===== config.mk =====
export PLATFORM = sky130hd
export DESIGN_NAME = conv_pe
export DESIGN_NICKNAME = d
export VERILOG_FILES = /design/src/hdl/cnn_pkg.sv /design/src/hdl/conv_pe.sv
export SDC_FILE = /design/constraint.sdc
export NUM_CORES = 2
export LEC_CHECK = 0
export ABC_AREA = 1
export BUFFER_PORTS_ARGS = -buffer_cell sky130_fd_sc_hd__buf_2
export CAP_MARGIN = 20
export CORE_UTILIZATION = 30
export CTS_BUF_LIST = sky130_fd_sc_hd__clkbuf_8
export DETAILED_ROUTE_END_ITERATION = 7
export HOLD_SLACK_MARGIN = 0.15
export SLEW_MARGIN = 15
export SYNTH_ARGS = -nofsm -noshare
export SYNTH_HDL_FRONTEND = slang
export SYNTH_SLANG_ARGS = --single-unit

===== constraint.sdc =====
create_clock -name clk -period 0.8 [get_ports clk]
set_clock_uncertainty 0.2 [all_clocks]
set_input_delay 0.04 -clock clk [delete_from_list [all_inputs] [get_ports clk]]
set_output_delay 0.04 -clock clk [all_outputs]
set_load 0.05 [all_outputs]

===== src/hdl/cnn_pkg.sv =====
package cnn_pkg;

  localparam int DATA_BITS   = 32;
  localparam int PIX_BITS    = 8;
  localparam int KERNEL      = 5;
  localparam int KERNEL_TAPS = KERNEL * KERNEL;
  localparam int NUM_FILTERS = 8;
  localparam int TILE_COLS   = 8;
  localparam int TILE_ROWS   = 6;
  localparam int OUT_ROWS    = 2;
  localparam int OUT_COLS    = 4;
  localparam int IF_WORDS    = 12; // 48 pixels, 4 per word
  localparam int W_WORDS     = 50; // 200 weights
  localparam int OUT_WORDS   = 4;

  typedef logic        [PIX_BITS-1:0] pixel_t;
  typedef logic signed [PIX_BITS-1:0] weight_t;
  typedef logic signed [31:0]         acc_t;

  // tap t sits at kernel row t/5, column t%5
  typedef pixel_t  [KERNEL_TAPS-1:0] window_t;
  typedef weight_t [KERNEL_TAPS-1:0] kernel_t;

  typedef struct packed {
    logic                 en;
    logic [3:0]           we;
    logic [DATA_BITS-1:0] addr;
    logic [DATA_BITS-1:0] din;
  } bram_req_t;

  typedef struct packed {
    logic       valid;
    logic [5:0] word_idx;
  } load_t;

  typedef struct packed {
    logic       valid;
    logic       row;
    logic [1:0] col;
  } win_sel_t;

  typedef enum logic [1:0] {
    idle,
    load,
    window,
    wait_done
  } ctrl_state_t;

endpackage


===== src/hdl/conv_pe.sv =====
`timescale 1ns/1ps

module conv_pe
  import cnn_pkg::*;
#(
  parameter int QUANT_SHIFT = 4
) (
  input  logic    clk,
  input  logic    rst,
  input  window_t i_window,
  input  kernel_t i_kernel,
  input  logic    i_valid,
  output pixel_t  o_result,
  output logic    o_valid
);

  localparam acc_t PIX_MAX = acc_t'(2**PIX_BITS - 1);

  acc_t   sum;
  acc_t   scaled;
  pixel_t quant;

  // pixels are unsigned, so zero-extend before the signed multiply
  always_comb begin
    sum = '0;
    for (int t = 0; t < KERNEL_TAPS; t++) begin
      sum = sum + acc_t'(signed'({1'b0, i_window[t]})) * acc_t'(signed'(i_kernel[t]));
    end
  end

  assign scaled = sum >>> QUANT_SHIFT;

  always_comb begin
    if (sum < 0) begin
      quant = '0; // relu
    end else if (scaled > PIX_MAX) begin
      quant = PIX_MAX[PIX_BITS-1:0]; // saturate
    end else begin
      quant = scaled[PIX_BITS-1:0];
    end
  end

  always_ff @(posedge clk) begin
    if (i_valid) begin
      o_result <= quant;
    end
  end

  always_ff @(posedge clk or posedge rst) begin
    if (rst) begin
      o_valid <= 1'b0;
    end else begin
      o_valid <= i_valid;
    end
  end

endmodule


==> flow_summary.json <==
{
  "outcome": "complete, but fails checks",
  "violations": "design-rule violations, negative hold slack, negative setup slack",
  "cts_max_level": 1,
  "clock_path_buffers": 2,
  "clk_pin_slew_ns": 0.06,
  "die_w_um": 463.8,
  "cts_root_buf": "clkbuf_8",
  "drt_pass1_iterations": 8,
  "max-slew-margin-rel": 0.7303,
  "grt_max_degree": 11,
  "route.vias.total": 47840,
  "cts_buffers": 3,
  "crit_end": "o_result[1]",
  "cts_hold_buffers": 1,
  "syn_area_per_cell_um2": 8.287,
  "viasPerCell": 4.238,
  "slowest_delay_ns": 0.66,
  "synth_top_area_cell": "fa_1",
  "setup_violations": 17,
  "min_period_ns": 9.373,
  "setup_ws_ns": -8.573,
  "wl_per_cell_um": 18.54,
  "netlist_area_mm2": 0.06398,
  "antenna_found_initial": 62,
  "ioPinCount": 412,
  "cts_tree": "built",
  "synth_seq_cells": 9,
  "hp-class": "input port to flop",
  "nets": 11310,
  "min-delay-start": "i_valid",
  "synth.yosys.seq_area_share": 0.004146,
  "yosysMostFrequentCell": "inv_1",
  "die_h_um": 463.8,
  "ys.flop_type": "edfxtp_1",
  "place.gp.congestion": 0.9720,
  "cts.sinks": 9,
  "syn-num-nets": 10590,
  "synth_edf_count": 8,
  "wl_um": 209300,
  "start_util": 0.3017,
  "critical_path.startpoint": "i_kernel[47]",
  "grt_setup_unrepaired": "yes",
  "syn-instance-count": 7720,
  "synth_top_cell_area_share": 0.5279,
  "grt_pass1_wl_um": 321000,
  "max_freq_mhz": 106.7,
  "gr-total-overflow": 0,
  "drtIter0Drc": 2921,
  "slowest_stage": "fa_2",
  "critPathMaxFanout": 8,
  "cp.arrival_ns": 9.16,
  "synth_warnings": 0,
  "dieArea_mm2": 0.2151,
  "dpl.hpwl_um": 200700,
  "hold_viol_final": 10,
  "grt_usage": 0.1989,
  "syn2layout_area_growth_pct": 16.35,
  "fin_hold_ws_ns": -0.1598,
  "async_reset_ff_frac": 0.1111,
  "start_kind": "input port",
  "core-area_mm2": 0.2121,
  "drcViolationCount": 128,
  "maxCapViolations": 0,
  "crit_path_end_kind": "flop",
  "synthTopCellsByCount": "inv_1, fa_1, nand2_1",
  "crit_top_cell": "fa_2",
  "ant_nets": 0,
  "fin_crit_sh": 11.72,
  "worstSetupPathType": "input port to flop",
  "tightest_slew_ns": 0.4003,
  "required_ns": 0.59,
  "synth.distinct_cells": 31,
  "yosys-top-cells-area": "fa_1, inv_1, ha_1",
  "num_rows": 169,
  "slew_viol_final": 0,
  "grt_pass1_vias": 54020,
  "drive_gt1_frac": 0.1679,
  "io_buffer_count": 411
}
[timing repair]
action,in CTS,in global routing
setup buffers,5,1
pin swaps,86,93
setup endpoints to repair,17,17
gates resized for setup,131,96
hold endpoints to repair,10,10
[through the flow]
step           utilization  instances  setup TNS (ns)  cell area [um^2]  worst slack (ns)
2_1_floorplan            -       7720          -64.72             64430            -8.050
6_report            0.3510      11290          -71.18             74440            -8.573
4_1_cts             0.3494      11260          -71.15             74100            -8.532
3_3_place_gp        0.3471      11250          -73.45             73620            -9.076
3_5_place_dp        0.3471      11250          -73.73             73620            -9.108
5_1_grt             0.3508      11280          -73.50             74400            -8.828
[sequential cells by signal, indices dropped and copies added, names as in the netlist]
register and cells:
o_valid 1, o_result 8
[layer usage]
metal	part of all wire	GRT usage	up-vias
li1	-	-	22220
met1	0.41	0.2516	23940
met2	0.48	0.3360	1353
met3	0.076	0.04568	278
met4	0.034	0.05980	58
met5	0.0017	0	-
[worst max-delay path, delay by kind of cell]
family	cells	cell delay [ns]
and+or+nand+nor	11	1.07
adders and majority gates	14	7.11
buffers and inverters	10	0.85
AOI/OAI and AO/OA	1	0.06
[logic make-up (layout without fill, tap and decap cells)]
logic type / Yosys count / after routing / share of synthesized area
buf+inv: 3313 / 4032 / 0.1944
fa+ha+maj: 2470 / 2470 / 0.6810
flops: 9 / 9 / 0.004146
simple gates: 1867 / 1867 / 0.1146
compound gates: 47 / 47 / 0.003931
other cells: 0 / 29 / 0
xor+xnor: 14 / 14 / 0.001917
[worst min-delay path by stage]
| stage | end | slack (ns) | cells past startpoint |
|---|---|---|---|
| detailed placement | o_valid | -0.32 | 2 |
| floorplan | o_valid | -0.43 | 1 |
| finish | o_valid | -0.16 | 1 |
| CTS | o_valid | -0.15 | 1 |
| global placement | o_valid | -0.33 | 2 |
| global route | o_valid | -0.15 | 1 |
[cells in the final DEF, fill, tap and decap left out, types with 3 or more instances in the layout]
cell type and count:
clkbuf_8 3, inv_2 35, nor2_2 12, buf_12 18, or2_2 53, fa_2 116, inv_4 3, xor2_1 3
a21oi_2 12, nor2_4 7, edfxtp_1 8, or2_4 8, clkinv_2 10, nor3_1 5, clkinv_1 5, inv_1 2881
a21oi_4 3, buf_2 391, nand3_1 21, a21oi_1 20, nor2_1 168, fa_1 1571, nand4_1 7, a31o_2 3
xnor2_1 10, diode_2 29, and2_1 3, buf_4 667, buf_6 11, nand2_1 1535, nand2_2 27, ha_1 773
nand3_2 9, o21ai_0 7, ha_4 9, nand2_4 5
[cell type report]
class / instances / area (um^2)
Multi-Input combinational cell: 4398 / 51970
Clock inverter: 1 / 5.005
Antenna cell: 29 / 72.57
Inverter: 2937 / 11060
Fill cell: 21930 / 137700
Sequential cell: 9 / 266.5
Timing Repair Buffer: 1091 / 7488
Clock buffer: 3 / 41.29
Tap cell: 2821 / 3530
Power is left out: the tool's default activity adds up to more than one toggle a clock period on the data nets, which glitch-free logic cannot reach.
