--- src/hdl/cnn_pkg.sv ---
package cnn_pkg;

  localparam int DATA_BITS   = 32;
  localparam int PIX_BITS    = 8;
  localparam int KERNEL      = 5;
  localparam int KERNEL_TAPS = KERNEL * KERNEL;
  localparam int NUM_FILTERS = 8;
  localparam int TILE_COLS   = 8;
  localparam int TILE_ROWS   = 6;
  localparam int OUT_ROWS    = 2;
  localparam int OUT_COLS    = 4;
  localparam int IF_WORDS    = 12; // 48 pixels, 4 per word
  localparam int W_WORDS     = 50; // 200 weights
  localparam int OUT_WORDS   = 4;

  typedef logic        [PIX_BITS-1:0] pixel_t;
  typedef logic signed [PIX_BITS-1:0] weight_t;
  typedef logic signed [31:0]         acc_t;

  // tap t sits at kernel row t/5, column t%5
  typedef pixel_t  [KERNEL_TAPS-1:0] window_t;
  typedef weight_t [KERNEL_TAPS-1:0] kernel_t;

  typedef struct packed {
    logic                 en;
    logic [3:0]           we;
    logic [DATA_BITS-1:0] addr;
    logic [DATA_BITS-1:0] din;
  } bram_req_t;

  typedef struct packed {
    logic       valid;
    logic [5:0] word_idx;
  } load_t;

  typedef struct packed {
    logic       valid;
    logic       row;
    logic [1:0] col;
  } win_sel_t;

  typedef enum logic [1:0] {
    idle,
    load,
    window,
    wait_done
  } ctrl_state_t;

endpackage

--- src/hdl/conv_ctrl.sv ---
`timescale 1ns/1ps

module conv_ctrl
  import cnn_pkg::*;
(
  input  logic      clk,
  input  logic      rst,
  input  logic      i_start,
  input  logic      i_done,
  output bram_req_t o_if_req,
  output bram_req_t o_w_req,
  output load_t     o_if_load,
  output load_t     o_w_load,
  output win_sel_t  o_win_sel
);

  localparam int NUM_WIN = OUT_ROWS * OUT_COLS;

  ctrl_state_t state;
  logic [5:0]  cnt; // word address in load, window index in window

  always_ff @(posedge clk or posedge rst) begin
    if (rst) begin
      state <= idle;
      cnt   <= '0;
    end else begin
      case (state)
        idle: begin
          cnt <= '0;
          if (i_start) begin
            state <= load;
          end
        end
        load: begin
          if (cnt == 6'(W_WORDS - 1)) begin
            state <= window;
            cnt   <= '0;
          end else begin
            cnt <= cnt + 6'd1;
          end
        end
        window: begin
          if (cnt == 6'(NUM_WIN - 1)) begin
            state <= wait_done;
            cnt   <= '0;
          end else begin
            cnt <= cnt + 6'd1;
          end
        end
        wait_done: begin
          if (i_done) begin
            state <= idle;
          end
        end
        default: state <= idle;
      endcase
    end
  end

  // weights take all 50 load cycles, pixels only the first 12
  always_comb begin
    o_w_req       = '0;
    o_w_req.en    = (state == load);
    o_w_req.addr  = DATA_BITS'(cnt);
    o_if_req      = '0;
    o_if_req.en   = (state == load) && (cnt < 6'(IF_WORDS));
    o_if_req.addr = DATA_BITS'(cnt);
  end

  // strobes trail the address by the memory read latency
  always_ff @(posedge clk or posedge rst) begin
    if (rst) begin
      o_if_load <= '0;
      o_w_load  <= '0;
    end else begin
      o_if_load.valid    <= o_if_req.en;
      o_if_load.word_idx <= cnt;
      o_w_load.valid     <= o_w_req.en;
      o_w_load.word_idx  <= cnt;
    end
  end

  // window order (0,0) (0,1) (1,0) (1,1), then the right 2x2 block
  always_comb begin
    o_win_sel.valid = (state == window);
    o_win_sel.row   = cnt[1];
    o_win_sel.col   = {cnt[2], cnt[0]};
  end

endmodule

--- config.mk ---
export PLATFORM = sky130hd
export DESIGN_NAME = conv_ctrl
export DESIGN_NICKNAME = d
export VERILOG_FILES = /design/src/hdl/cnn_pkg.sv /design/src/hdl/conv_ctrl.sv
export SDC_FILE = /design/constraint.sdc
export NUM_CORES = 1
export LEC_CHECK = 0
export BUFFER_PORTS_ARGS = -buffer_cell sky130_fd_sc_hd__buf_2
export CORE_ASPECT_RATIO = 1.4
export CORE_UTILIZATION = 40
export DETAILED_ROUTE_END_ITERATION = 10
export PLACE_DENSITY = 0.94
export SLEW_MARGIN = 25
export SYNTH_ARGS = -nofsm -noshare
export SYNTH_HDL_FRONTEND = slang
export SYNTH_SLANG_ARGS = --single-unit
--- constraint.sdc ---
create_clock -name clk -period 2.8 [get_ports clk]
set_clock_uncertainty 0.2 [all_clocks]
set_input_delay 0.42 -clock clk [delete_from_list [all_inputs] [get_ports clk]]
set_output_delay 0.42 -clock clk [all_outputs]
set_load 0.03 [all_outputs]
==> flow_summary.toml <==
[run_status]
status = "complete, no violations"

[global_routing]
antenna_found_initial = 0
grt_max_degree = 17
grt_usage = 0.0880
overflow = 0
grt_pass1_wl_mm = 3.05
grt_pass1_vias = 673

[clocking]
postCtsResizedCells = 0
path_clk_slew_ns = 0.06
cts_hold_buf = 0
clkLatencyLatePin_ns = 0.25
tritoncts = "yes"
numCtsBuffers = 3
cts_htree_levels = 1
cts_sinks = 16
cts_setup_buffers = 0
clockBufferDepth = 2
root_buffer = "clkbuf_8"

[die]
start_util = 0.427
boundaryPins = 160
fp-row-count = 28
die_h_um = 82.5
core_um2 = 4340
dieArea_um2 = 4910
die-width_um = 59.5

[timing]
setup_tns_ns = 0
slew_viol_final = 0
period_minus_slack_ns = 2.05
max_freq_mhz = 488
setup_violations = 0
tightest_slew_ns = 0.594
fin_crit_sh = 0.731
whs_ns = 0.0272
fin_ws_ns = 0.753
hold_viol = 0
rsz0062_at_grt = "false"
max-slew-margin-rel = 0.604

[final_layout]
layout.cells.non_filler = 295
drive_gt1_frac = 0.179
nets = 247
diodes = 0
final_cell_mix = "conb_1, buf_2, dfrtp_1"
syn_to_final_growth_pct = -16.3
final_common_cell = "conb_1"

[drt]
route.met2.wl_mm = 1.26
wl_met1_um = 635
routed_wl_mm = 2.33
post_drt_wl_per_cell_um = 7.90
detailroute.via_count = 1047
vias_per_cell = 3.55
highest_layer = "met4"
dr.pass1.iters = 4
wl_met3_um = 370
drt_iter0_drc = 19
ant_nets = 0
drc = 0

[worst_setup_path]
path_class = "flip-flop to output pin"
crit_fanout = 5
cp-start-kind = "flip-flop"
worstPathRequired_ns = 2.18
critPathCaptureType = "output pin"
arrival_ns = 1.43

[synthesis]
yosys.area_share.simple = 0.0621
synth-seq-cells = 16
syn_area_um2 = 1850
synth-compound-area-share = 0.0716
synthXorXnorAreaFrac = 0
synth_top_family_by_area = "buffers and inverters"
yosysSeqAreaShare = 0.216
synth.distinct_cells = 31
muxShareOfSynthArea = 0.0115
ys_warn_count = 0
synth_fa_ha_area_frac = 0.0473
synthCells = 215
avgSynthCellArea_um2 = 8.62

[min_path]
hp-class = "input pin to asynchronous set/reset pin"

[power]
p_leak_nw = 0.928
vdd_drop_max_v = 0.000160
power.density_nw_per_um2 = 424

[placement]
gp_congestion = 0.745
hpwl_mm = 1.96
port_buffers = 35
dp.cells = 291
place_ws_ns = 0.833

[job]
drv_cap = 0
[cells by family after synthesis]
group | after synthesis
fa+ha+maj | 7
compound gates | 18
flops | 16
mux | 2
other cells | 1
buf+inv | 148
simple gates | 23
[flip-flops by register name, summed over array words and instances (netlist names)]
signal,cells
cnt,6
o_if_load,1
o_w_load,7
state,2
[synthesized netlist by cell type]
| cell | count | area [µm²] |
|---|---|---|
| buf_4 | 139 | 1040 |
| dfrtp_1 | 16 | 400 |
| nand2_1 | 8 | 30.0 |
| ha_1 | 7 | 87.6 |
| inv_1 | 6 | 22.5 |
| a21oi_1 | 5 | 25.0 |
| nand3_1 | 3 | 15.0 |
| nor2_1 | 3 | 11.3 |
| o21ai_0 | 3 | 15.0 |
| a211o_1 | 2 | 17.5 |
| buf_6 | 2 | 22.5 |
| nand2b_1 | 2 | 12.5 |
| a21o_1 | 1 | 7.51 |
| a22oi_1 | 1 | 7.51 |
| a41o_1 | 1 | 10.0 |
| and2_1 | 1 | 6.26 |
| and3_1 | 1 | 6.26 |
| clkbuf_1 | 1 | 3.75 |
| conb_1 | 1 | 3.75 |
| mux2_1 | 1 | 11.3 |
| mux2i_1 | 1 | 10.0 |
| nand4b_1 | 1 | 8.76 |
| nor3_1 | 1 | 5.00 |
| o2111ai_1 | 1 | 8.76 |
| o211ai_2 | 1 | 12.5 |
| o21ai_1 | 1 | 5.00 |
| o31ai_1 | 1 | 7.51 |
| o41ai_2 | 1 | 16.3 |
| or2_2 | 1 | 6.26 |
| or3_1 | 1 | 6.26 |
| or4_1 | 1 | 7.51 |
[report_power, final]
group          switching (mW)  internal [mW]
clock                  0.0769          0.125
sequential                  0          0.231
combinational           0.223        0.00172
total                   0.300          0.358
[layout make-up]
| type | instances | area (µm²) |
|---|---|---|
| inverters | 6 | 22.5 |
| well taps | 60 | 75.1 |
| repair buffers | 35 | 175 |
| flip-flops and latches | 16 | 400 |
| multi-input cells | 174 | 822 |
| clock buffers | 4 | 55.1 |
| fillers | 450 | 2790 |
[per-layer routing]
| layer | vias up | track usage |
|---|---|---|
| met5 | - | 0 |
| met4 | 0 | 0.0814 |
| met3 | 7 | 0.0421 |
| met2 | 112 | 0.152 |
| met1 | 467 | 0.0718 |
| li1 | 461 | - |
[path summary, 6_finish.rpt]
kind	startpoint	end	slack (ns)	depth (start not counted)
max reg2reg	cnt[0]	state[1]	0.83	5
min in group clk	cnt[5]	o_w_load[5]	0.34	0
min	rst	o_w_load[5]	0.03	2
min reg2reg	cnt[5]	o_w_load[5]	0.34	0
max	state[1]	o_if_req[68]	0.75	4
max in group asynchronous	rst	o_w_load[2]	1.99	2
[through the flow]
step	utilization	cell area (µm²)	total power, mW
floorplan	-	2310	0.589
global placement	0.344	1500	0.458
detailed placement	0.344	1500	0.458
CTS	0.357	1550	0.662
global route	0.357	1550	0.686
finish	0.357	1550	0.658
[critical path, cell delays in order, from the launching register on]
cell and delay (ns):
dfrtp_1 0.43, inv_1 0.10, ha_1 0.24, and3_1 0.20
buf_2 0.20
Note: power is estimated with default switching activity, not from simulation.
