### src/hdl/cnn_pkg.sv
package cnn_pkg;

  localparam int DATA_BITS   = 32;
  localparam int PIX_BITS    = 8;
  localparam int KERNEL      = 5;
  localparam int KERNEL_TAPS = KERNEL * KERNEL;
  localparam int NUM_FILTERS = 8;
  localparam int TILE_COLS   = 8;
  localparam int TILE_ROWS   = 6;
  localparam int OUT_ROWS    = 2;
  localparam int OUT_COLS    = 4;
  localparam int IF_WORDS    = 12; // 48 pixels, 4 per word
  localparam int W_WORDS     = 50; // 200 weights
  localparam int OUT_WORDS   = 4;

  typedef logic        [PIX_BITS-1:0] pixel_t;
  typedef logic signed [PIX_BITS-1:0] weight_t;
  typedef logic signed [31:0]         acc_t;

  // tap t sits at kernel row t/5, column t%5
  typedef pixel_t  [KERNEL_TAPS-1:0] window_t;
  typedef weight_t [KERNEL_TAPS-1:0] kernel_t;

  typedef struct packed {
    logic                 en;
    logic [3:0]           we;
    logic [DATA_BITS-1:0] addr;
    logic [DATA_BITS-1:0] din;
  } bram_req_t;

  typedef struct packed {
    logic       valid;
    logic [5:0] word_idx;
  } load_t;

  typedef struct packed {
    logic       valid;
    logic       row;
    logic [1:0] col;
  } win_sel_t;

  typedef enum logic [1:0] {
    idle,
    load,
    window,
    wait_done
  } ctrl_state_t;

endpackage

### src/hdl/weight_cache.sv
`timescale 1ns/1ps

module weight_cache
  import cnn_pkg::*;
(
  input  logic                      clk,
  input  logic                      rst,
  input  load_t                     i_load,
  input  logic [DATA_BITS-1:0]      i_dout,
  output kernel_t [NUM_FILTERS-1:0] o_kernels
);

  localparam int BYTES_PER_WORD = DATA_BITS / PIX_BITS;

  weight_t w_mem [NUM_FILTERS*KERNEL_TAPS]; // tap t of filter f at 25f+t

  // kernels read as zero until the first load
  always_ff @(posedge clk or posedge rst) begin
    if (rst) begin
      for (int i = 0; i < NUM_FILTERS*KERNEL_TAPS; i++) begin
        w_mem[i] <= '0;
      end
    end else if (i_load.valid) begin
      for (int b = 0; b < BYTES_PER_WORD; b++) begin
        w_mem[BYTES_PER_WORD*i_load.word_idx + b] <=
          weight_t'(i_dout[DATA_BITS-1-PIX_BITS*b -: PIX_BITS]);
      end
    end
  end

  always_comb begin
    for (int f = 0; f < NUM_FILTERS; f++) begin
      for (int t = 0; t < KERNEL_TAPS; t++) begin
        o_kernels[f][t] = w_mem[KERNEL_TAPS*f + t];
      end
    end
  end

endmodule

### config.mk
export PLATFORM = sky130hd
export DESIGN_NAME = weight_cache
export DESIGN_NICKNAME = d
export VERILOG_FILES = /design/src/hdl/cnn_pkg.sv /design/src/hdl/weight_cache.sv
export SDC_FILE = /design/constraint.sdc
export NUM_CORES = 2
export LEC_CHECK = 0
export BUFFER_PORTS_ARGS = -buffer_cell sky130_fd_sc_hd__buf_2
export CORE_AREA = 2 2 638 640
export DETAILED_ROUTE_END_ITERATION = 10
export DIE_AREA = 0 0 640 642
export PLACE_DENSITY_LB_ADDON = 0.3
export SLEW_MARGIN = 20
export SYNTH_ARGS = -nofsm -noshare
export SYNTH_HDL_FRONTEND = slang
export SYNTH_SLANG_ARGS = --single-unit
### constraint.sdc
create_clock -name clk -period 159.3 [get_ports clk]
set_input_delay 23.895 -clock clk [delete_from_list [all_inputs] [get_ports clk]]
set_output_delay 23.895 -clock clk [all_outputs]
set_load 0.01 [all_outputs]
==> results <==
- The run finished with clean final reports.
- The fmax is 36.5 MHz.
- The number of clock buffers added by TritonCTS is 192.
- The worst hold path belongs to the class reg -> reg.
- In the synthesized netlist the dominant register cell turns out to be dfrtp_1.
- The post-cts hold buffer count is 0.
- The post-detailed-placement half-perimeter wirelength is 198 mm.
- The cell accounting for the most synthesized area is dfrtp_1.
- The slew of the pin with the lowest slew margin is 1.05 ns.
- The number of flip-flops in the largest register is 1600.
- The height of the die is 642 um.
- The placed instance count is 10500.
- Tracing the worst setup path back leads to its startpoint at rst.
- The biggest cell delay along the critical path is 0.89 ns.
- At the placement stage, the worst setup path has a slack of 130.73 ns.
- The first detailed-routing pass ran for 5 iterations.
- The count of input and output buffers is 1640.
- The remaining antenna violation count after routing is 0.
- The final-report setup violation count is 0.
- The clock reaches the later pin of the worst-skew pair after 0.84 ns.
- The clock root buffer master is clkbuf_16.
- The number of sinks driven by the clock tree is 1600.
- In the final layout, the share of cells above drive strength 1 is 0.672.
- The number of nets handed over by synthesis was 3639.
- Leaving out fill and tap cells, the most frequent cells in the layout are buf_2 (1608), dfrtp_1 (1600), mux2_2 (1486).
- The endpoint kind of the worst setup timing path is an asynchronous set/reset pin.
- The max-capacitance violation count is 0.
- Among the stages of the critical path, the cell type that occurs most often is buf_4.
- After the flow finishes, the layout carries non-filler instances totaling 10800.
- The clock-pin slew on the worst setup and hold paths is 0.06 ns.
- Counting flops and latches in the post-synthesis netlist gives 1600.
- The mean instance size in the synthesized netlist is 16.7 sq um.
- The die is 640 um wide.
- The number of global-route vias before repair came to 40700.
- In this run the number of cells on the critical path is 7.
- The cell family with the largest share of critical-path delay is buffers and inverters.
- TritonCTS built the clock tree.
- The critical path is of the in -> async type.
- The number of buffers on the longest clock path is 4.
- STA puts the critical path data arrival time at 28.23 ns.
- The startpoint identified for the worst register-to-register timing path is o_kernels[111].
- The post-placement cell area is 0.0747 sq mm.
- After synthesis, the cell types taking the most area are dfrtp_1 (66%), mux2_2 (28%), mux2_1 (2.1%), clkbuf_1 (1.0%), buf_2 (0.85%).
- The post-route setup TNS is 0 ns.
- For the worst flop-to-flop path, the logic depth is 1.
- Counting flops with an async set or reset pin after synthesis yields a share of 1.00.
- STA classifies the critical path startpoint as an input port.
- Row generation in the floorplan step produced 234 rows.
- The post-route minimum period is 27.41 ns.
- The boundary pin count is 1641.
- The number of different library cells used by synthesis comes to 30.
- For flop-to-flop paths, the worst setup slack is 158.46 ns.
- After floorplanning, the core was sized to cover 0.404 sq mm.
- Of the synthesized area, sequential elements account for 0.665.
- Measured against its own limit, the worst slew margin works out to 0.299.
- After synthesis the cells add up to 0.0602 sq mm.
- In this run the worst path has a maximum fanout of 148.
- The Yosys warning count is 0.
- The buffers plus inverters on the worst setup path is 7.
- In the synthesized netlist, the number of instances is 3598.
- After the last flow step, the layout net total stands at 5257.
- For this configuration, the core starts out at a cell density of 0.149.
- Yosys mapped a number of flops with a built-in enable equal to 0.
- CTS built an H-tree with a depth of 4.
- The end point of the critical path is o_kernels[105].
- The required time at the worst-slack endpoint is 160.12 ns.
- The congestion estimate from routability-driven global placement came to 0.754.
- On the critical path, the stage with the largest delay is an instance of buf_4.
- The max-slew violation count is 0.
- The total congestion overflow is 0.
- After filler insertion, the fill cell instance count of the layout stands at 43600.
- The pin count of the biggest net entering global routing is 149.
- In the global route stage, overall resource usage came out at 0.136.
- The final worst setup slack is 131.89 ns.
- The post-cts resize count is 0.
- The final critical-path share of the clock period is 0.172.
- In this run the critical register-to-register path is captured at o_kernels[111].
- The number of endpoints with negative hold slack in the final report was 0.
- Setup repair after global routing left no endpoint under its margin.
- The total wire length after detailed routing is 290 mm.
- The clock skew after layout is 0 ns.
- The initial antenna violation count is 59.
- Compared with the post-synthesis result, the final layout area differs by 35.1%.
- The critical path goes through buf_2 -> inv_8 -> buf_12 -> buf_4 -> buf_4 -> buf_4 -> buf_4.
- The routed layout has 38700 vias.
- The wire length per cell after detailed routing is 26.7 um.
- In this run the static leakage power is 41.8 nW.
- On the final layout, the worst hold slack is 0.480 ns.
- Using the TritonRoute via totals, the vias-per-cell ratio works out to 3.57.
- The most common cell after layout, fill and taps aside is buf_2.
- The overall die area is 0.411 sq mm.
- The detailed router finished its first iteration with 2218 violations.
- The total power after layout is 1.13 mW.
- The post-route DRC violation count is 0.
- The final core utilization is 0.201.
- The largest voltage drop on the vdd net is 8.05 uV.
- The first global-routing pass estimated 382 mm of wire.
- The share of synthesized area in the top cell type comes to 0.665.
- Dividing total power by cell area gives a power density of 13.8 mW/mm^2.
- The count of buffers added by post-CTS timing repair for setup is 0.
- The final design instance area without fill is 0.0814 sq mm.
==> power by group <==
| group | leakage (nW) | internal, mW | switching (mW) |
|---|---|---|---|
| clock | 3.22 | 0.269 | 0.184 |
| combinational | 17.4 | 0.0760 | 0.109 |
| sequential | 21.3 | 0.460 | 0.0262 |
| total | 41.8 | 0.806 | 0.320 |
==> how the worst min path moves through the flow <==
stage	from	endpoint	slack (ns)	depth (start not counted)
2_1_floorplan	o_kernels[120]	o_kernels[120]	0.53	1
3_3_place_gp	o_kernels[729]	o_kernels[729]	0.46	1
3_5_place_dp	o_kernels[216]	o_kernels[216]	0.47	1
4_1_cts	o_kernels[1247]	o_kernels[1247]	0.48	1
5_1_grt	o_kernels[1247]	o_kernels[1247]	0.49	1
6_report	o_kernels[120]	o_kernels[120]	0.48	1
==> area by class of cell <==
class                           count  area, sq um  area share
Sequential cell                  1600        40000       0.492
Multi-Input combinational cell   1678        18800       0.231
Timing Repair Buffer             1743         9080       0.112
Tap cell                         5428         6790      0.0834
Clock buffer                      285         5730      0.0703
Clock inverter                     65          837      0.0103
Antenna cell                       45          113     0.00138
Inverter                            1         11.3    0.000138
==> synthesized netlist by cell type, types with 3 or more instances <==
cell type,instances
buf_6,3
mux2_1,114
nand4b_1,3
nor2_2,11
buf_2,102
nand2_1,20
nor3b_2,3
buf_4,52
mux2_2,1486
clkbuf_1,161
dfrtp_1,1600
nand4_1,3
nor2_4,12
and4bb_2,5
==> routing by layer <==
layer	wire, um	global-route usage	share of wire	vias up
li1	-	-	-	15900
met1	112000	0.157	0.39	20900
met2	148000	0.244	0.51	1528
met3	20100	0.0341	0.069	415
met4	10100	0.0449	0.035	6
met5	34	0	0.00012	-
==> kinds of logic (layout without fill, tap and decap cells) <==
| kind of cell | after synthesis | in the layout | share of synthesized area |
|---|---|---|---|
| simple gates | 78 | 78 | 0.0106 |
| mux | 1600 | 1600 | 0.299 |
| flops | 1600 | 1600 | 0.665 |
| other cells | 0 | 45 | 0 |
| buf+inv | 320 | 2094 | 0.0257 |
(Power assumes the default switching activity.)
