===== src/hdl/cnn_pkg.sv =====
package cnn_pkg;

  localparam int DATA_BITS   = 32;
  localparam int PIX_BITS    = 8;
  localparam int KERNEL      = 5;
  localparam int KERNEL_TAPS = KERNEL * KERNEL;
  localparam int NUM_FILTERS = 8;
  localparam int TILE_COLS   = 8;
  localparam int TILE_ROWS   = 6;
  localparam int OUT_ROWS    = 2;
  localparam int OUT_COLS    = 4;
  localparam int IF_WORDS    = 12; // 48 pixels, 4 per word
  localparam int W_WORDS     = 50; // 200 weights
  localparam int OUT_WORDS   = 4;

  typedef logic        [PIX_BITS-1:0] pixel_t;
  typedef logic signed [PIX_BITS-1:0] weight_t;
  typedef logic signed [31:0]         acc_t;

  // tap t sits at kernel row t/5, column t%5
  typedef pixel_t  [KERNEL_TAPS-1:0] window_t;
  typedef weight_t [KERNEL_TAPS-1:0] kernel_t;

  typedef struct packed {
    logic                 en;
    logic [3:0]           we;
    logic [DATA_BITS-1:0] addr;
    logic [DATA_BITS-1:0] din;
  } bram_req_t;

  typedef struct packed {
    logic       valid;
    logic [5:0] word_idx;
  } load_t;

  typedef struct packed {
    logic       valid;
    logic       row;
    logic [1:0] col;
  } win_sel_t;

  typedef enum logic [1:0] {
    idle,
    load,
    window,
    wait_done
  } ctrl_state_t;

endpackage


===== src/hdl/feature_cache.sv =====
`timescale 1ns/1ps

module feature_cache
  import cnn_pkg::*;
(
  input  logic                 clk,
  input  logic                 rst,
  input  load_t                i_load,
  input  logic [DATA_BITS-1:0] i_dout,
  input  win_sel_t             i_win_sel,
  output window_t              o_window,
  output logic                 o_win_valid
);

  localparam int BYTES_PER_WORD = DATA_BITS / PIX_BITS;

  pixel_t pix [TILE_ROWS*TILE_COLS]; // pixel (r,c) at 8r+c

  // byte 0 of a word is the msb lane
  always_ff @(posedge clk) begin
    if (i_load.valid) begin
      for (int b = 0; b < BYTES_PER_WORD; b++) begin
        pix[BYTES_PER_WORD*i_load.word_idx + b] <= i_dout[DATA_BITS-1-PIX_BITS*b -: PIX_BITS];
      end
    end
  end

  always_ff @(posedge clk) begin
    if (i_win_sel.valid) begin
      for (int kr = 0; kr < KERNEL; kr++) begin
        for (int kc = 0; kc < KERNEL; kc++) begin
          o_window[KERNEL*kr + kc] <=
            pix[TILE_COLS*(kr + i_win_sel.row) + kc + i_win_sel.col];
        end
      end
    end
  end

  always_ff @(posedge clk or posedge rst) begin
    if (rst) begin
      o_win_valid <= 1'b0;
    end else begin
      o_win_valid <= i_win_sel.valid;
    end
  end

endmodule


===== config.mk =====
export PLATFORM = sky130hd
export DESIGN_NAME = feature_cache
export DESIGN_NICKNAME = d
export VERILOG_FILES = /design/src/hdl/cnn_pkg.sv /design/src/hdl/feature_cache.sv
export SDC_FILE = /design/constraint.sdc
export NUM_CORES = 1
export LEC_CHECK = 0
export BUFFER_PORTS_ARGS = -buffer_cell sky130_fd_sc_hd__buf_2
export CORE_UTILIZATION = 35
export DETAILED_ROUTE_END_ITERATION = 10
export REMOVE_ABC_BUFFERS = 1
export SETUP_SLACK_MARGIN = 0.3
export SLEW_MARGIN = 10
export SYNTH_ARGS = -nofsm -noshare
export SYNTH_HDL_FRONTEND = slang
export SYNTH_SLANG_ARGS = --single-unit

===== constraint.sdc =====
create_clock -name clk -period 2.1 [get_ports clk]
set_input_delay 0.315 -clock clk [delete_from_list [all_inputs] [get_ports clk]]
set_output_delay 0.315 -clock clk [all_outputs]
set_load 0.005 [all_outputs]

==> qor.csv, run 1 <==
metric,value,unit
CP bufs+invs,4,
Avg WL per Cell,25.2,µm
antenna violations before repair,1,
die width,286,µm
worst stage delay on the critical path,0.58,ns
sequential share of the synthesized area,0.622,
I/O Buffers,243,
DRT antenna net count,0,
status,"complete, no violations",
DR iter-0 viols,1294,
io pins,246,
Power Internal,21.4,mW
Residual DRC,0,
final hold vios,0,
max-cap viol count,0,
worst path required time,2.44,ns
"Slowest-stage cell, CP",mux4_2,
WL final,76400,µm
Vias,16598,
Most Frequent Cell on Critical Path,buf_4,
Worst Skew,0.0209,ns
register share of total power,0.489,
fin crit period,1.73,ns
critical path's top delay family,buffers and inverters,
leak pwr,12.2,nW
Psw,6.52,mW
hold depth,1,
first-pass GRT wire length,113000,µm
Final Wtd Congestion,0.789,
clock transition at the registers of the reported paths,0.06,ns
drt first pass iters,5,
fmax,0.577,GHz
H-tree lvl count,3,
Worst Tran Pin Value,1.06,ns
path depth of the worst reg2reg path,4,
GRT Total Usage,0.185,
final setup fails,0,
full die area,81800,µm²
# nets final,1984,
ANT cells,0,
maximum vdd drop,0.537,mV
FF+latch area,17600,µm²
layout cells sized above 1,0.391,
Cells after Synth,1607,
switching part of the total power,0.233,
clk root buf,clkbuf_16,
vias in the first global route,17384,
multi-input logic area,10100,µm²
Area Growth Syn to Fin,19.5,%
arrival time worst endpoint,2.07,ns
Netlist Area Pre-Place,28200,µm²
Levels on crit path,7,
PD cells,829,nW/µm²
"critical path fanouts, max",23,
Pins Over Slew Limit,0,
CP Capture Type,flip-flop,
filler instances,7124,
Post-Syn Area per Cell,17.6,µm²
worst hold path class,input port to flip-flop,
Longest Clk Path Bufs,3,
reg-to-reg endpoint,o_window[175],
clock network fraction of design power,0.394,
Detail Placement HPWL,52400,µm
post-CTS sizing,0,
Yosys warning count,0,
total core area,79400,µm²
Worst slew margin,0.290,
Netlist cell types,28,
"Remaining Overflow, GRT",0,
clock sink count,585,
Via density,5.48,
row cnt,103,
WHS Endpoint,pix[9][2],
WHS,0.103,ns
critical path class,input port to flip-flop,
RSZ-0062 raised after global routing,no,
Logic pwr share,0.117,
Seq cells post-synth,585,
Num CTS Buffers,66,
hold path start,i_dout[18],
cells along the critical path,"buf_8, buf_4, buf_4, mux4_2, nand2_1, o21ai_0, buf_4",
Initial Util,0.355,
Post-CTS Setup Bufs,0,
die height,286,µm
largest net degree at the start of global routing,63,
fin crit share,0.825,
CP Launch Type,input port,
reg2reg start,pix[43][7],
CTS tree,built,
Worst-Skew Late Latency,0.59,ns
Final Util,0.425,
Reg2Reg Setup Slack,0.48,ns
-- what timing repair did --
action,in CTS,in global routing
endpoints found under the hold margin,1,0
setup endpoints to repair,0,0
hold buffers,1,0
-- per-stage QoR --
stage / power [mW] / area, µm² / TNS (ns) / instances / setup WS, ns
2_1_floorplan: 15.5 / 27600 / -606.70 / 1488 / -3.89
3_3_place_gp: 17.2 / 31700 / -4.99 / 2918 / -0.214
3_5_place_dp: 17.2 / 31700 / -7.24 / 2918 / -0.229
4_1_cts: 28.3 / 33700 / 0 / 3031 / 0.395
5_1_grt: 28.9 / 33700 / 0 / 3031 / 0.304
6_report: 27.9 / 33700 / 0 / 3031 / 0.367
-- registers in the layout, summed over array words and instances (netlist names) --
| register | count |
|---|---|
| o_win_valid | 1 |
| o_window | 200 |
| pix | 384 |
-- final cells by class --
cell class                 count  area share
timing repair buffer         381      0.0799
sequential                   585       0.521
inverter                       4    0.000594
tap                         1050      0.0390
clock buffer                  75      0.0519
clock inverter                37     0.00831
multi-input combinational    899       0.299
-- cell families after synthesis --
logic type	count (synthesis)	share of synthesized area
buffers and inverters	123	0.0239
multiplexers	559	0.298
flip-flops	585	0.622
adder cells (fa/ha/maj)	2	0.000887
AND/OR/NAND/NOR	217	0.0302
AO/OA/AOI/OAI	121	0.0245
-- cell usage after synthesis, drive strengths merged --
cell | count | area, µm²
o211ai | 2 | 20.0
nor3 | 3 | 15.0
mux4 | 218 | 4910
dfrtp | 1 | 25.0
edfxtp | 584 | 17500
nand2b | 2 | 12.5
mux2i | 271 | 2710
nand3b | 2 | 15.0
ha | 2 | 25.0
clkbuf | 33 | 124
inv | 3 | 11.3
or3b | 1 | 8.76
nor2b | 4 | 25.0
buf | 86 | 537
nand3 | 2 | 10.0
and2 | 1 | 6.26
mux2 | 70 | 788
o21ai | 81 | 405
a21oi | 8 | 40.0
nand2 | 183 | 687
clkinv | 1 | 3.75
nor2 | 19 | 71.3
a22oi | 30 | 225
-- cell usage in the layout, fill, tap and decap left out, types with 3 or more instances in the layout --
cell type / synthesis / routed
nor2_4: 0 / 9
o21ai_1: 26 / 26
clkbuf_16: 0 / 69
clkbuf_1: 33 / 6
nor2_1: 19 / 9
a22oi_1: 30 / 30
clkinv_1: 1 / 20
clkinv_2: 0 / 7
buf_12: 0 / 33
bufinv_16: 0 / 4
nand2_1: 183 / 183
mux2i_1: 271 / 271
o21ai_0: 55 / 55
edfxtp_1: 584 / 584
buf_4: 10 / 105
mux4_2: 218 / 218
buf_2: 51 / 239
inv_6: 0 / 3
mux2_2: 70 / 70
nor3_2: 0 / 3
a21oi_1: 8 / 8
-- per-layer routing --
layer / GRT usage / routed length, µm
met5: 0 / 13
met4: 0.0434 / 1420
met3: 0.0335 / 4120
met2: 0.315 / 38000
met1: 0.246 / 32900
-- worst max-delay path by stage --
stage / from / to / slack [ns]
after floorplan: i_win_sel[1] / o_window[175] / -3.89
after global placement: i_win_sel[0] / o_window[93] / -0.21
after detailed placement: i_win_sel[0] / o_window[93] / -0.23
after CTS: i_win_sel[0] / o_window[125] / 0.39
after global routing: i_win_sel[0] / o_window[151] / 0.30
final: i_win_sel[0] / o_window[125] / 0.37
-- power by group through the flow --
stage                     Sequential, mW  Combinational (mW)  Clock, mW
after floorplan                     13.9                1.57          0
after global placement              13.9                3.28          0
after detailed placement            13.9                3.32          0
after CTS                           13.7                3.33       11.3
after global routing                13.7                3.53       11.7
final                               13.7                3.27       11.0
Note: power is estimated with default switching activity, not from simulation.
==> run 2, diff against run 1 <==
==> constraint.sdc (replaced) <==
create_clock -name clk -period 1.7 [get_ports clk]
set_input_delay 0.255 -clock clk [delete_from_list [all_inputs] [get_ports clk]]
set_output_delay 0.255 -clock clk [all_outputs]
set_load 0.005 [all_outputs]
==> run 2 against run 1 <==
  * Sequential power rose by 23%
  * Critical path depth shrank 3
  * Global-route usage is 0.11 points higher
  * Worst setup slack got worse by 0.27 ns
  * Cell area rose by 4.9%
  * Register-to-register slack worse by 0.38 ns
  * Non-clock buffer count grew 71
  * Critical path type is now flip-flop to flip-flop
  * Critical endpoint is now o_window[188]
  * Highest routed layer unchanged
==> qor.csv, run 2 (same netlist as run 1, synthesis figures left out) <==
metric,value,unit
Worst Tran Pin Value,0.998,ns
Setup WS post-layout,0.0980,ns
fin crit share,0.942,
Avg WL per Cell,24.9,µm
worst hold path class,input port to flip-flop,
path depth of the worst reg2reg path,4,
Reg2Reg Setup Slack,0.1,ns
final hold vios,0,
WHS,0.0339,ns
final setup fails,0,
largest reg by FF count,pix,
post-route cell area,35400,µm²
antenna violations before repair,1,
Worst-Skew Late Latency,0.63,ns
Non-Filler Instances,3104,
DRT antenna net count,0,
hold path start,i_dout[28],
Top Registers,"pix (384), o_window (200), o_win_valid (1)",
Initial Util,0.355,
Psw,8.27,mW
DP Worst Slack,-0.596,ns
DR iter-0 viols,1295,
Pins Over Slew Limit,0,
"commonest non-fill, non-tap cell in the layout",edfxtp_1,
"Remaining Overflow, GRT",0,
register share of total power,0.472,
Area Growth Syn to Fin,25.4,%
"Slowest-stage cell, CP",mux4_2,
drt first pass iters,5,
largest net degree at the start of global routing,55,
CP Capture Type,flip-flop,
Vias,16866,
cells along the critical path,"mux4_2, a22oi_1, o21ai_1, buf_4",
worst stage delay on the critical path,0.49,ns
clock network fraction of design power,0.402,
Residual DRC,0,
row cnt,103,
max-cap viol count,0,
CP Launch Type,flip-flop,
critical path class,flip-flop to flip-flop,
full die area,81800,µm²
# nets final,2050,
I/O Buffers,243,
clock transition at the registers of the reported paths,0.06,ns
Power Internal,27.5,mW
Final Wtd Congestion,0.803,
io pins,246,
die width,286,µm
clk root buf,clkbuf_16,
crit path to,o_window[188],
hold depth,1,
Num CTS Buffers,61,
Worst Skew,0.0194,ns
ANT cells,0,
leak pwr,12.8,nW
reg2reg start,pix[40][4],
fmax,0.624,GHz
maximum vdd drop,0.652,mV
clock sink count,585,
first-pass GRT wire length,113000,µm
CTS tree,built,
Detail Placement HPWL,52800,µm
fin crit period,1.60,ns
H-tree lvl count,2,
crit path from,pix[40][4],
PD cells,1010,nW/µm²
Logic pwr share,0.126,
WL final,77400,µm
Placed Area,31900,µm²
switching part of the total power,0.231,
"critical path fanouts, max",3,
status,"complete, no violations",
vias in the first global route,17536,
Longest Clk Path Bufs,3,
worst path required time,2.08,ns
max reg flops,384,
reg-to-reg endpoint,o_window[188],
layout cells sized above 1,0.453,
GRT Total Usage,0.186,
RSZ-0062 raised after global routing,yes,
die height,286,µm
Worst slew margin,0.333,
most frequent cells in the layout,"edfxtp_1, mux2i_1, buf_2",
arrival time worst endpoint,1.98,ns
Via density,5.43,
Placed Cells,2926,
total core area,79400,µm²
[run 2: what timing repair did]
action                                  4_1_cts  5_1_grt
hold endpoints to repair                    226        0
gates resized for setup                      86      105
hold buffers                                 29        0
pin swaps                                    28       23
endpoints found under the setup margin      308      323
buffers inserted                              8       20
gates cloned                                  3        4
[run 2: through the flow]
step	utilization	power [mW]	TNS, ns
after CTS	0.439	36.0	0
after floorplan	-	19.1	-801.48
after global routing	0.446	37.1	0
final	0.446	35.8	0
after detailed placement	0.402	21.3	-69.85
after global placement	0.402	21.3	-66.91
[run 2: worst min-delay path by stage]
stage,endpoint,slack (ns)
detailed placement,o_win_valid,0.09
global placement,o_win_valid,0.09
floorplan,o_win_valid,-0.02
CTS,pix[15][6],0.0001
global route,pix[15][6],0.003
finish,pix[12][4],0.03
[run 2: per-layer routing]
metal	up-vias	share of wire	global-route usage
met5	-	0.00013	0
li1	7369	-	-
met2	557	0.49	0.312
met3	113	0.057	0.0343
met1	8825	0.42	0.246
met4	2	0.025	0.0553
[run 2: area by class of cell]
| type | count | area [µm²] |
|---|---|---|
| clock buffer | 72 | 1610 |
| clock inverter | 42 | 553 |
| fill | 7053 | 44000 |
| inverter | 4 | 25.0 |
| multi-input combinational | 899 | 10500 |
| sequential | 585 | 17600 |
| tap | 1050 | 1310 |
| timing repair buffer | 452 | 3770 |
[run 2: critical path: cells and delay by family (launching register included)]
| kind | cells | cell delay, ns |
|---|---|---|
| buf+inv | 1 | 0.18 |
| flops | 1 | 0.42 |
| mux | 1 | 0.49 |
| compound gates | 2 | 0.27 |
[run 2: power by group through the flow]
stage               Combinational, mW  Sequential, mW  Clock [mW]
finish                           4.50            16.9        14.4
global route                     4.83            17.0        15.3
CTS                              4.39            16.9        14.7
detailed placement               4.14            17.2           0
global placement                 4.10            17.2           0
floorplan                        1.93            17.2           0
